[config.mk]
export PLATFORM = sky130hd
export DESIGN_NAME = diff_logger
export DESIGN_NICKNAME = d
export VERILOG_FILES = /design/src/hw/servo_pkg.sv /design/src/hw/diff_logger.sv
export SDC_FILE = /design/constraint.sdc
export NUM_CORES = 1
export LEC_CHECK = 0
export BUFFER_PORTS_ARGS = -buffer_cell sky130_fd_sc_hd__buf_4
export CORE_ASPECT_RATIO = 0.8
export CORE_MARGIN = 4
export CORE_UTILIZATION = 48
export CTS_BUF_LIST = sky130_fd_sc_hd__clkbuf_8
export DETAILED_ROUTE_END_ITERATION = 10
export GPL_ROUTABILITY_DRIVEN = 0
export PLACE_DENSITY_LB_ADDON = 0.25
export SLEW_MARGIN = 20
export SYNTH_ARGS = -nofsm -noshare
export SYNTH_HDL_FRONTEND = slang
export SYNTH_SLANG_ARGS = --single-unit
[constraint.sdc]
create_clock -name clk1 -period 4.14 [get_ports clk1]
set_input_delay 0.828 -clock clk1 [delete_from_list [all_inputs] [get_ports clk1]]
set_output_delay 0.828 -clock clk1 [all_outputs]
set_load 0.005 [all_outputs]
[src/hw/servo_pkg.sv]
//////////////////////////////////////////////////////////////////////
// Shared widths, fixed-point formats and log frame layout for the
// servo analog front end
// Modules pull these in with a wildcard import in their header
//////////////////////////////////////////////////////////////////////

package servo_pkg;

	//////////////////////////////////////////////////////////////////////
	// Data path widths

	localparam int adc_width    = 16; // Raw LTC2195 sample
	localparam int signal_width = 24; // Filtered signal and difference
	localparam int coef_width   = 18; // Signed filter coefficient
	localparam int coef_frac    = 16; // Fractional bits of a coefficient

	//////////////////////////////////////////////////////////////////////
	// Slow logger frame

	localparam int log_width = 16; // One pipe word, also the counter width
	localparam int log_words = 4;  // Counter, chan0, chan1, diff

	//////////////////////////////////////////////////////////////////////
	// Types

	typedef logic signed [adc_width-1:0]    adc_sample_t;
	typedef logic signed [signal_width-1:0] signal_t;
	typedef logic signed [coef_width-1:0]   coef_t;
	typedef logic        [log_width-1:0]    log_word_t;

	// Position inside a log frame
	typedef logic [$clog2(log_words)-1:0] word_idx_t;

	// Clamp limits of the filter output
	localparam signal_t signal_max = {1'b0, {(signal_width-1){1'b1}}};
	localparam signal_t signal_min = {1'b1, {(signal_width-1){1'b0}}};

endpackage

[src/hw/diff_logger.sv]
//////////////////////////////////////////////////////////////////////
// Combining stage of the two filter paths
// Registers chan0 - chan1 and streams four-word log frames to the
// host pipe: counter, chan0, chan1, diff (top log_width bits each)
// Writes stall while pipe_full is high, nothing is dropped
//////////////////////////////////////////////////////////////////////

`timescale 1ns/1ps

module diff_logger
	import servo_pkg::*;
(
	input  logic      clk1,
	input  logic      rst,
	input  signal_t   chan0,      // Filtered channel 0
	input  signal_t   chan1,      // Filtered channel 1
	input  logic      pipe_full,  // Host pipe cannot take a word
	output signal_t   diff,       // Registered chan0 - chan1
	output logic      pipe_write, // One word written this cycle
	output log_word_t pipe_data   // Word being written
);

	//////////////////////////////////////////////////////////////////////
	// Signals

	log_word_t sample_cnt; // Free running since reset
	word_idx_t word_idx;   // Next frame word to write
	logic      log_en;     // Logger armed, low through reset
	logic      capture;    // Word 0 goes out, latch the rest

	// Frame words held from the capture cycle
	log_word_t word_chan0;
	log_word_t word_chan1;
	log_word_t word_diff;

	//////////////////////////////////////////////////////////////////////
	// Channel difference

	always_ff @(posedge clk1) begin
		if (rst)
			diff <= '0;
		else
			diff <= chan0 - chan1; // Wraps at signal_width
	end

	//////////////////////////////////////////////////////////////////////
	// Sample counter

	always_ff @(posedge clk1) begin
		if (rst)
			sample_cnt <= '0; // Reads zero first cycle out of reset
		else
			sample_cnt <= sample_cnt + 1'b1;
	end

	//////////////////////////////////////////////////////////////////////
	// Write control

	// Armed one cycle after rst drops
	always_ff @(posedge clk1) begin
		if (rst)
			log_en <= 1'b0;
		else
			log_en <= 1'b1;
	end

	assign pipe_write = log_en & ~pipe_full;      // Never while full
	assign capture    = pipe_write & (word_idx == '0);

	// Frame pointer, holds its place under back-pressure
	always_ff @(posedge clk1) begin
		if (rst) begin
			word_idx <= '0;
		end else if (pipe_write) begin
			if (word_idx == word_idx_t'(log_words - 1))
				word_idx <= '0; // Frame done, next word 0 may follow
			else
				word_idx <= word_idx + 1'b1;
		end
	end

	//////////////////////////////////////////////////////////////////////
	// Frame capture

	// Top log_width bits of each signal at the capture cycle
	always_ff @(posedge clk1) begin
		if (capture) begin
			word_chan0 <= chan0[signal_width-1 -: log_width];
			word_chan1 <= chan1[signal_width-1 -: log_width];
			word_diff  <= diff[signal_width-1 -: log_width];
		end
	end

	//////////////////////////////////////////////////////////////////////
	// Output word select

	always_comb begin
		case (word_idx)
			2'd0:    pipe_data = sample_cnt; // Live counter on capture
			2'd1:    pipe_data = word_chan0;
			2'd2:    pipe_data = word_chan1;
			default: pipe_data = word_diff;
		endcase
	end

	// Word 0 is never latched, the counter is read as it stands
	// Words 1 to 3 come from the registers above, so a stall of any
	// length leaves them untouched until written

endmodule

* Word level (Yosys, flattened, before mapping) *
Index checks and enable logic that the tools add are counted.

cells by class
  add/subtract/negate cells = 3
  equal/unequal tests = 3
  muxes and demuxes = 3
  bitwise gates (word level) = 3
  reductions and logical operators = 1

operators with widths
  kind                     number
  $pmux W16 S3             1
  $sub A24 B24 Y24         1
  $add A16 B1 Y16 const B  1
  $eq A2 B2 Y1 const B     2
  $add A2 B1 Y2 const B    1
  $and A1 B1 Y1            2
  $eq A2 B1 Y1 const B     1
  $logic_not A2 Y1         1
  $mux W2                  1
  $mux W1                  1
  $not A1 Y1               1

storage, ports and cells
  register bits = 91
  bits of input ports = 51
  logic and storage cells = 20

* Logic depth before layout (Yosys ltp) *
  depth in word-level cells = 3
  gate-level depth with buffers = 9
  mapped depth without buffers = 9

* Least setup slack after synthesis *
OpenSTA, ideal clock, no wires.

  path kind = in2reg
  from = input pipe_full
  to = register word_chan0[0], enable pin
  arrival = 2.322 ns
  setup slack = 1.408 ns
  stages on the path = 2
  path through = nor2b_1 > and2_1

on the way
  cells in the longest elaborated chain, start to end = 3

RTL lines
  element                 RTL line           source
  start: declaration      diff_logger.sv:17  input logic pipe_full,
  $not A1 Y1              diff_logger.sv:67  assign pipe_write = log_en & ~pipe_full;
  $and A1 B1 Y1           diff_logger.sv:67
  $and A1 B1 Y1           diff_logger.sv:68  assign capture = pipe_write & (word_idx == '0);
  via capture             diff_logger.sv:29  logic capture;
  end signal: assignment  diff_logger.sv:88  word_chan0 <= chan0[signal_width-1 -: log_width];
  end: declaration        diff_logger.sv:32  log_word_t word_chan0;

The timed path passes the listed nets, and every way through them passes these cells.
A chain may end at the register's enable or synchronous reset.

* Worst setup path in the final report *
  from = register word_idx[0]
  to = output pipe_data[6]

on the way
  cells in the longest elaborated chain, start to end = 2
  elaborated cells between the ends (all ways) = 4
  those cells by class = eq/ne (2); mux (1); reduce/logical (1)

RTL lines
  element                               RTL line           source
  start: declaration                    diff_logger.sv:27  word_idx_t word_idx;
  start signal: assignment              diff_logger.sv:78  word_idx <= word_idx + 1'b1;
  $eq A2 B2 Y1 (tied with other cells)  diff_logger.sv:98  case (word_idx)
  $pmux W16 S3 (*)                      diff_logger.sv:98
  end: declaration                      diff_logger.sv:20  output log_word_t pipe_data

Mark *: on every way between the ends. The rest lies on a longest branch, timed or not.

==> reports/metrics.csv <==
metric;value;unit
final_hold_viol_count;0;
drt_iter0_drc;357;
layout_setup_ws;1.17;ns
synth_fp_nets;530;
hold_buffers;0;
vias;3669;
crit_end;pipe_data[6];
viasPerCell;5.57;
grt_max_degree;52;
max_stage_delay;0.89;ns
hold_class;register to register;
drc;0;
async_reset_ff_frac;0;
track_usage;0.197;
worstSetupPathDepth;3;
ys_types;42;
worstPathArrival;2.15;ns
irDropWorstVdd;0.164;mV
maxSlewHeadroom;0.292;
overflow;0;
max_freq;336;MHz
r2r_slack;1.94;ns
die_h;95.4;µm
path_buf_inv;1;
slew_viol_final;0;
rr_worst_depth;3;
synth-seq-cells;91;
crit_path_max_fanout;16;
fin_crit;2.97;ns
final_common_cell;buf_4;
io_pins;92;
clk_latency;0.35;ns
worstSetupEndpointType;output port;
fillerInstances;759;
drive_gt1_frac;0.202;
dp_slack;1.20;ns
htreeDepth;3;
wl_per_cell;16.5;µm
r2r_start;word_idx[0];
drtAntennaViolNets;0;
die_x;117;µm
tightest_slew;1.06;ns
setup_viol;0;
yosysWarnings;0;
fin_setup_tns;0;ns
cts_setup_buffers;0;
cp-start-kind;register;
post-route-period-util;0.718;
grt_pass1_wl;17.0;mm
placeableCoreArea;9190;µm²
crit_chain;ha_1 -> mux2i_1 -> buf_4;
row_count;31;
syn_area;4580;µm²
worstSetupPathType;register to output port;
p_leak;0.00239;µW
grt_pass1_vias;3470;
ys.flop_type;edfxtp_1;
dieArea;11200;µm²
nets;620;
drt-total-wl;10.8;mm
critPathRequiredTime;3.31;ns
cap_violations;0;
hpwl;8.08;mm
portBuffers;91;
fin_util;0.608;
rsz0062_at_grt;no;
syn2layout_area_growth;21.9;%
cts_buffer_depth;2;
fin_worst_skew;0.0127;ns
clkTransAtPathRegs;0.10;ns
r2r_end;word_diff[1];
cpMaxStageDelayCell;ha_1;
initial_core_util;0.498;
cts_made_buffers;9;
firstDrtPassIters;6;
cts_tree;built;
avgSynthCellArea;10.2;µm²
status;finished, final reports clean;
yosysSeqAreaShare;0.502;
antennaDiodeCount;0;
numClockSinks;91;
most-common-layout-cells;91 x buf_4, 56 x nor2_1, 48 x edfxtp_1;
grt_antenna_before_repair;0;
powerDensity;380;nW/µm²
cts_resized;0;
critPathTopFamily;adder cells;
syn-instance-count;449;
synth_edf_count;48;
cts_root_buffer;clkbuf_8;
startpoint;word_idx[0];
[worst min-delay path by stage]
stage | end | depth (start not counted) | slack [ns] | from
final | word_diff[11] | 0 | 0.44 | diff[19]
after detailed placement | word_diff[11] | 0 | 0.42 | diff[19]
after CTS | word_diff[11] | 0 | 0.44 | diff[19]
after floorplan | sample_cnt[0] | 1 | 0.43 | sample_cnt[0]
after global placement | word_diff[5] | 0 | 0.42 | diff[13]
after global routing | word_diff[4] | 0 | 0.45 | diff[12]
[state kept, by name (all words and copies together), names as in the netlist]
| signal | cells |
|---|---|
| word_idx | 2 |
| word_chan0 | 16 |
| diff | 24 |
| word_diff | 16 |
| word_chan1 | 16 |
| log_en | 1 |
| sample_cnt | 16 |
[stage by stage]
step           std cells  power, µW  area [µm²]  hold slack [ns]
2_1_floorplan        449       1290        4580            0.430
3_5_place_dp         643       1470        5370            0.417
6_report             659       2120        5590            0.441
3_3_place_gp         643       1460        5370            0.418
5_1_grt              659       2220        5590            0.448
4_1_cts              659       2130        5590            0.441
[per-layer routing]
layer  vias to the layer above  track usage  share of wire  routed length, µm
li1                       1782            -              -                  -
met1                      1743        0.263           0.45               4910
met2                       130        0.325           0.48               5160
met3                        14       0.0476          0.059                645
met4                         0       0.0420          0.012                130
met5                         -            0              0                  0
[power by group]
part	internal (µW)	switching, µW
Clock	345	324
Combinational	189	212
Sequential	1020	30.8
[cells by family after synthesis]
| group | count (synthesis) | share of synthesized area |
|---|---|---|
| fa+ha+maj | 30 | 0.0836 |
| flops | 91 | 0.502 |
| mux | 24 | 0.0543 |
| simple gates | 133 | 0.135 |
| buf+inv | 57 | 0.0467 |
| compound gates | 91 | 0.134 |
| xor+xnor | 23 | 0.0440 |
[final cells by class]
class / count / area (µm²) / share of cell area
inverter: 45 / 169 / 0.0302
timing repair buffer: 91 / 683 / 0.122
clock buffer: 9 / 124 / 0.0222
sequential: 91 / 2300 / 0.412
multi-input combinational: 301 / 2070 / 0.370
tap: 115 / 144 / 0.0258
clock inverter: 7 / 96.3 / 0.0172
[cell usage after synthesis (2+ instances only)]
master / instances / share of area
nor2_1: 56 / 0.046
edfxtp_1: 48 / 0.31
inv_1: 45 / 0.037
dfxtp_1: 43 / 0.19
a21oi_1: 30 / 0.033
ha_1: 29 / 0.079
nand2_1: 26 / 0.021
mux2i_1: 17 / 0.037
a222oi_1: 16 / 0.035
xor2_1: 14 / 0.027
o21ai_0: 13 / 0.014
clkbuf_1: 11 / 0.0090
nor2b_1: 11 / 0.015
nand3_1: 10 / 0.011
xnor2_1: 9 / 0.017
mux2_1: 7 / 0.017
nand2b_1: 7 / 0.0096
o21ai_1: 7 / 0.0076
nor3_1: 5 / 0.0055
and3_1: 4 / 0.0055
nand4_1: 4 / 0.0055
or3_1: 4 / 0.0055
a21o_1: 3 / 0.0049
a31oi_1: 3 / 0.0041
o2111ai_1: 3 / 0.0057
o21a_1: 3 / 0.0049
o31ai_1: 3 / 0.0049
nand3b_1: 2 / 0.0033
o211ai_1: 2 / 0.0033
o32ai_1: 2 / 0.0038
[worst reg2reg max path, cell delays in order, from the launching register on]
cell and delay, ns:
dfxtp_1 0.36, inv_1 0.11, ha_1 0.63, and2_4 0.70
No activity file was read; power rests on OpenSTA's default activity.
