[config.mk]
export PLATFORM = sky130hd
export DESIGN_NAME = iir_first_order
export DESIGN_NICKNAME = d
export VERILOG_FILES = /design/src/hw/servo_pkg.sv /design/src/hw/iir_first_order.sv
export SDC_FILE = /design/constraint.sdc
export NUM_CORES = 2
export LEC_CHECK = 0
export BUFFER_PORTS_ARGS = -buffer_cell sky130_fd_sc_hd__buf_2
export CORE_MARGIN = 2
export CORE_UTILIZATION = 63
export CTS_CLUSTER_DIAMETER = 120
export DETAILED_ROUTE_END_ITERATION = 16
export PLACE_DENSITY_LB_ADDON = 0.25
export SETUP_SLACK_MARGIN = 0.02
export SLEW_MARGIN = 40
export SYNTH_ARGS = -nofsm -noshare
export SYNTH_HDL_FRONTEND = slang
export SYNTH_SLANG_ARGS = --single-unit
[constraint.sdc]
create_clock -name clk1 -period 16.6 [get_ports clk1]
set_clock_uncertainty 0.1 [all_clocks]
set_input_delay 0.83 -clock clk1 [delete_from_list [all_inputs] [get_ports clk1]]
set_output_delay 0.83 -clock clk1 [all_outputs]
set_load 0.05 [all_outputs]
[src/hw/servo_pkg.sv]
//////////////////////////////////////////////////////////////////////
// Shared widths, fixed-point formats and log frame layout for the
// servo analog front end
// Modules pull these in with a wildcard import in their header
//////////////////////////////////////////////////////////////////////

package servo_pkg;

	//////////////////////////////////////////////////////////////////////
	// Data path widths

	localparam int adc_width    = 16; // Raw LTC2195 sample
	localparam int signal_width = 24; // Filtered signal and difference
	localparam int coef_width   = 18; // Signed filter coefficient
	localparam int coef_frac    = 16; // Fractional bits of a coefficient

	//////////////////////////////////////////////////////////////////////
	// Slow logger frame

	localparam int log_width = 16; // One pipe word, also the counter width
	localparam int log_words = 4;  // Counter, chan0, chan1, diff

	//////////////////////////////////////////////////////////////////////
	// Types

	typedef logic signed [adc_width-1:0]    adc_sample_t;
	typedef logic signed [signal_width-1:0] signal_t;
	typedef logic signed [coef_width-1:0]   coef_t;
	typedef logic        [log_width-1:0]    log_word_t;

	// Position inside a log frame
	typedef logic [$clog2(log_words)-1:0] word_idx_t;

	// Clamp limits of the filter output
	localparam signal_t signal_max = {1'b0, {(signal_width-1){1'b1}}};
	localparam signal_t signal_min = {1'b1, {(signal_width-1){1'b0}}};

endpackage

[src/hw/iir_first_order.sv]
//////////////////////////////////////////////////////////////////////
// First-order IIR low-pass for one ADC channel
// y[n+1] = (b0*x[n] + b1*x[n-1] + a1*y[n]) >>> coef_frac, clamped
// With on low the scaled sample passes straight through
// One cycle from sample to filtered
//////////////////////////////////////////////////////////////////////

`timescale 1ns/1ps

module iir_first_order
	import servo_pkg::*;
(
	input  logic        clk1,
	input  logic        rst,
	input  logic        on,       // Filter enable, low means bypass
	input  coef_t       a1,       // Feedback coefficient
	input  coef_t       b0,       // Current input coefficient
	input  coef_t       b1,       // Previous input coefficient
	input  adc_sample_t sample,   // Raw ADC word, new every cycle
	output signal_t     filtered  // Registered result
);

	//////////////////////////////////////////////////////////////////////
	// Signals

	signal_t x_scaled; // Sample moved into the signal domain
	signal_t x_hist;   // Previous scaled input
	signal_t y_hist;   // Previous filter output

	// Products are coef_width + signal_width wide
	logic signed [coef_width+signal_width-1:0] prod_b0;
	logic signed [coef_width+signal_width-1:0] prod_b1;
	logic signed [coef_width+signal_width-1:0] prod_a1;

	// Two guard bits cover the sum of three products
	logic signed [coef_width+signal_width+1:0] acc;
	logic signed [coef_width+signal_width+1:0] acc_shifted;

	logic    sat_hi;   // Result above signal_max
	logic    sat_lo;   // Result below signal_min
	signal_t y_next;   // Clamped next output

	//////////////////////////////////////////////////////////////////////
	// Input scaling

	// Raw word lands in the top adc_width bits
	assign x_scaled = {sample, {(signal_width-adc_width){1'b0}}};

	//////////////////////////////////////////////////////////////////////
	// Multiply and accumulate

	always_comb begin
		prod_b0 = b0 * x_scaled; // Signed, sign extended to product width
		prod_b1 = b1 * x_hist;
		prod_a1 = a1 * y_hist;

		acc = prod_b0 + prod_b1 + prod_a1;

		// Drop the coefficient fraction
		acc_shifted = acc >>> coef_frac;
	end

	//////////////////////////////////////////////////////////////////////
	// Saturation

	assign sat_hi = (acc_shifted > signal_max);
	assign sat_lo = (acc_shifted < signal_min);

	always_comb begin
		if (sat_hi)
			y_next = signal_max; // Clip positive
		else if (sat_lo)
			y_next = signal_min; // Clip negative
		else
			y_next = signal_t'(acc_shifted); // In range, keep low bits
	end

	//////////////////////////////////////////////////////////////////////
	// Output and history registers

	always_ff @(posedge clk1) begin
		if (rst) begin
			filtered <= '0;
			x_hist   <= '0;
			y_hist   <= '0;
		end else if (!on) begin
			// Bypass, history restarts from zero
			filtered <= x_scaled;
			x_hist   <= '0;
			y_hist   <= '0;
		end else begin
			filtered <= y_next;
			x_hist   <= x_scaled; // x[n-1] for next cycle
			y_hist   <= y_next;   // y[n] for next cycle
		end
	end

	// Note that y_hist tracks filtered only while on is high
	// Right after enabling, the first result sees zero history

endmodule

* After elaboration in Yosys (flattened, before gate mapping)
Index checks and enable logic that the tools add are counted.
Storage, ports and cells: register bits 72
Operators by class: add/subtract/negate cells 2, multipliers 3, $lt $le $gt $ge 2, mux-type cells 3, bitwise logic cells 1, reduce and logical (&&, ||, !) cells 1
Operators with widths (number):
- multiplier 18 x 24 -> 42 bit | 2
- 2-to-1 mux 24 bit | 3
- adder 43 x 42 -> 44 bit | 1
- adder 42 x 42 -> 43 bit | 1
- multiplier 18 x 16 -> 34 bit | 1
- > comparator 28 x 24 -> 1 bit, second input constant | 1
- < comparator 28 x 24 -> 1 bit, second input constant | 1
- OR reduction 2 bit | 1
- NOT 1 bit | 1

* Depth between registers and ports, before layout
depth after elaboration 7, mapped depth 44

* Worst setup path before layout
No wires, ideal clock.
path type input to register, from input b0[17], to register filtered[10], setup time 0.122 ns, arrival time 11.570 ns, data required time 16.378 ns, setup slack 4.808 ns, cell stages on the path 41, cells stage by stage clkbuf_1 -> nand2_1 -> inv_1 -> fa_1 -> inv_1 -> fa_1 -> inv_1 -> fa_1 -> fa_1 -> fa_1 -> inv_1 -> fa_1 -> inv_1 -> ha_1 -> and3_1 -> a21oi_1 -> o21ai_0 -> o21ai_0 -> (+5 left out) -> fa_1 -> fa_1 -> inv_1 -> fa_1 -> fa_1 -> inv_1 -> ha_1 -> a21o_1 -> a221oi_2 -> o21ai_1 -> or4_1 -> nand3_1 -> nor3b_1 -> or4_4 -> and3_1 -> buf_6 -> buf_6 -> a221o_1
Between the ends: word-level cells in the longest chain between the ends 7, elaborated cells between the ends (all ways) 8, classes of those cells add/sub: 2; mul: 1; order compare: 2; mux: 3
RTL lines:
- start: declaration | RTL line iir_first_order.sv:17 | input coef_t b0,
- multiplier 18 x 16 -> 34 bit * | RTL line iir_first_order.sv:53 | prod_b0 = b0 * x_scaled;
- adder 42 x 42 -> 43 bit * | RTL line iir_first_order.sv:57 | acc = prod_b0 + prod_b1 + prod_a1;
- adder 43 x 42 -> 44 bit * | RTL line iir_first_order.sv:57
- < comparator 28 x 24 -> 1 bit | RTL line iir_first_order.sv:67 | assign sat_lo = (acc_shifted < signal_min);
- 2-to-1 mux 24 bit | RTL line iir_first_order.sv:72 | else if (sat_lo)
- 2-to-1 mux 24 bit * | RTL line iir_first_order.sv:70 | if (sat_hi)
- 2-to-1 mux 24 bit * | RTL line iir_first_order.sv:86 | end else if (!on) begin
- end signal: assignment | RTL line iir_first_order.sv:88 | filtered <= x_scaled;
- end signal: assignment | RTL line iir_first_order.sv:92 | filtered <= y_next;
- end: declaration | RTL line iir_first_order.sv:20 | output signal_t filtered
Every way passes the cells marked *; elsewhere a longest branch is shown, timed or not. A chain may end at the register's enable or synchronous reset.

* Worst setup path after layout
from input sample[1], to register filtered[14]
Between the ends: word-level cells in the longest chain between the ends 7, elaborated cells between the ends (all ways) 8, classes of those cells add/sub: 2; mul: 1; order compare: 2; mux: 3
RTL lines:
- start: declaration | RTL line iir_first_order.sv:19 | input adc_sample_t sample,
- multiplier 18 x 16 -> 34 bit * | RTL line iir_first_order.sv:53
- adder 42 x 42 -> 43 bit * | RTL line iir_first_order.sv:57
- adder 43 x 42 -> 44 bit * | RTL line iir_first_order.sv:57
- < comparator 28 x 24 -> 1 bit | RTL line iir_first_order.sv:67
- 2-to-1 mux 24 bit | RTL line iir_first_order.sv:72
- 2-to-1 mux 24 bit * | RTL line iir_first_order.sv:70
- 2-to-1 mux 24 bit * | RTL line iir_first_order.sv:86
Marked as above.

==> flow_summary.toml <==
[outcome]
status = "complete, no violations"

[route]
vias_per_cell = 5.52
routed_wl_um = 97400
dr_total_vias = 28000
dr.pass1.iters = 5
drtIter0Drc = 1846
drcViolationCount = 0
wl_per_cell_um = 19.2
detail-route-antenna-nets = 0

[yosys]
synth.cell_area_mm2 = 0.0398
syn_area_per_cell_um2 = 9.26
syn_nets = 5748
seq_area_frac_synth_pct = 2.82
netlist_instances = 4296
ys_seq_elements = 56
yosysUniqueCellTypes = 60
synthFlopType = "dfxtp_1"
synth_edf_count = 0
yosys_warnings = 0
async_reset_ff_share_pct = 0

[cts]
cts.clk_slew.worst_paths_ns = 0.09
ctsLongestPathBuffers = 2
cts_root_buf = "clkbuf_16"
hold_buffers = 0
postCtsSetupBuffers = 0
htreeDepth = 2
cts.sinks = 56
cts_inserted_buffers = 5
cts_tree = "built"
postCtsResizedCells = 0
clk_latency_ns = 0.31

[sta]
finalSetupViolCount = 0
hold_violations = 0
rsz0062_at_grt = "no"
relSlewSlack_pct = 39.8
finalMaxSlewViolations = 0
fin_crit_sh_pct = 74.0
period_minus_slack_ns = 12.28
worst_pin_slew_ns = 0.903
fin_setup_tns_ns = 0
fmax_mhz = 81.4

[placement]
io_buffers = 96
hpwl_um = 81900
gp_congestion = 0.963

[setup_path]
r2r-end = "filtered[14]"
crit_type = "input pin to flip-flop"
reg2reg_depth = 22
arrival_ns = 12.36
crit_required_ns = 16.68
cp_slowest_cell = "fa_1"
max_stage_delay_ns = 0.80
critPathMaxFanout = 25
r2r-start = "y_hist[23]"
startpoint_type = "input pin"
cp-end-kind = "flip-flop"
rrSetupSlack_ns = 7.35
crit_top_cell = "fa_1"

[min_path]
worstHoldStart = "sample[15]"
hp-class = "input pin to flip-flop"
hold-path-endpoint = "x_hist[23]"
hold_path_depth = 2

[final_layout]
multi_input_comb_area_mm2 = 0.0335
regArea_mm2 = 0.00114
fin_nets = 5671
area_growth_pct = 2.69
fillers = 5148
final_cell_mix = "inv_1, fa_1, nand2_1"
final_common_cell = "inv_1"
final_layout_size_suffix_gt1_share_pct = 3.84

[grt]
grt_use_met2_pct = 55.0
grt_pass1_wl_um = 164000
gr-max-usage-layer = "met2"
grt.total_usage_pct = 32.0
grt-ovfl-total = 0
antenna_found_initial = 2
grt_pass1_vias = 31200
met3_usage_pct = 4.46
grt_use_met1_pct = 41.9
grt_max_degree = 26

[job]
cap_violations = 0

[floorplanning]
initial_core_util_pct = 63.4
ioPinCount = 97
rows = 92
chipWidth_um = 255
core_mm2 = 0.0627
die_area_mm2 = 0.0652
die_y_um = 255
cell type report:
type / instances / area share [%]
multi-input combinational: 2890 / 82.1
inverter: 1147 / 10.5
sequential: 56 / 2.80
tap: 846 / 2.59
timing repair buffer: 119 / 1.60
clock buffer: 5 / 0.306
clock inverter: 3 / 0.0551
antenna: 1 / 0.00612
cells in the mapped netlist (4+ instances only):
library cell  instances  area share [%]
a211oi_1             12            0.23
a21o_1               31            0.58
a21oi_1              55            0.69
a221o_1              13            0.33
a221oi_1              4           0.088
a31oi_1               9            0.14
and2_1              293             4.6
and3_1                7            0.11
buf_2                 6           0.075
buf_4                10            0.19
clkbuf_1            185             1.7
dfxtp_1              56             2.8
fa_1               1133              57
ha_1                246             7.7
inv_1              1147              11
nand2_1             734             6.9
nand2b_1             47            0.74
nand3_1              15            0.19
nand3b_1              4           0.075
nand4_1              15            0.24
nor2_1               48            0.45
nor2b_1               8            0.13
nor3_1               15            0.19
nor4_1                4           0.063
o211ai_1              7            0.13
o21a_1                5           0.094
o21ai_0              34            0.43
o21ai_1              17            0.21
o21bai_1              7            0.13
o31ai_1               5           0.094
or3_1                 4           0.063
xnor2_1              56             1.2
xor2_1               23            0.51
critical path, delay by kind of cell:
kind / cells / cell delay, ns
AND/OR/NAND/NOR: 8 / 2.42
adder cells (fa/ha/maj): 13 / 6.37
AO/OA/AOI/OAI: 10 / 1.83
buffers and inverters: 8 / 0.86
metal layers:
metal | vias up | routed length (um)
li1 | 12100 | -
met1 | 14600 | 37100
met2 | 1012 | 49000
met3 | 236 | 7320
met4 | 0 | 3990
met5 | - | 0
through the flow:
| step | hold WS, ns | cell area, um2 | std cells | setup slack (ns) | util [%] |
|---|---|---|---|---|---|
| after floorplan | 0.840 | 39800 | 4296 | 4.81 | - |
| after global placement | 1.19 | 40700 | 5058 | 4.08 | 64.8 |
| after detailed placement | 1.20 | 40700 | 5058 | 3.91 | 64.9 |
| after CTS | 0.863 | 40800 | 5066 | 4.20 | 65.1 |
| after global routing | 0.868 | 40900 | 5066 | 3.69 | 65.1 |
| final | 0.864 | 40900 | 5067 | 4.32 | 65.1 |
how the worst max path moves through the flow:
| stage | from | endpoint | slack, ns | cells past startpoint |
|---|---|---|---|---|
| final | sample[1] | filtered[14] | 4.32 | 39 |
| after CTS | sample[1] | filtered[9] | 4.20 | 39 |
| after floorplan | b0[17] | filtered[10] | 4.81 | 41 |
| after global routing | sample[1] | filtered[11] | 3.69 | 39 |
| after detailed placement | sample[1] | filtered[18] | 3.91 | 39 |
| after global placement | sample[1] | filtered[19] | 4.08 | 39 |
cell families (layout without fill, tap and decap cells):
| logic type | after synthesis | in the layout | synth area share, % |
|---|---|---|---|
| XOR/XNOR | 79 | 79 | 1.74 |
| flip-flops | 56 | 56 | 2.82 |
| AND/OR/NAND/NOR | 1210 | 1210 | 14.1 |
| other | 0 | 1 | 0 |
| buffers and inverters | 1350 | 1274 | 12.9 |
| multiplexers | 3 | 3 | 0.0786 |
| adder cells (fa/ha/maj) | 1379 | 1379 | 64.7 |
| AO/OA/AOI/OAI | 219 | 219 | 3.64 |
registers in the layout, indices dropped and copies added, names as in the netlist:
signal    cells
filtered     23
x_hist       16
y_hist       17
Power is not shown: default switching activity piles up to over one toggle a cycle in this logic, so the estimate is an artifact.
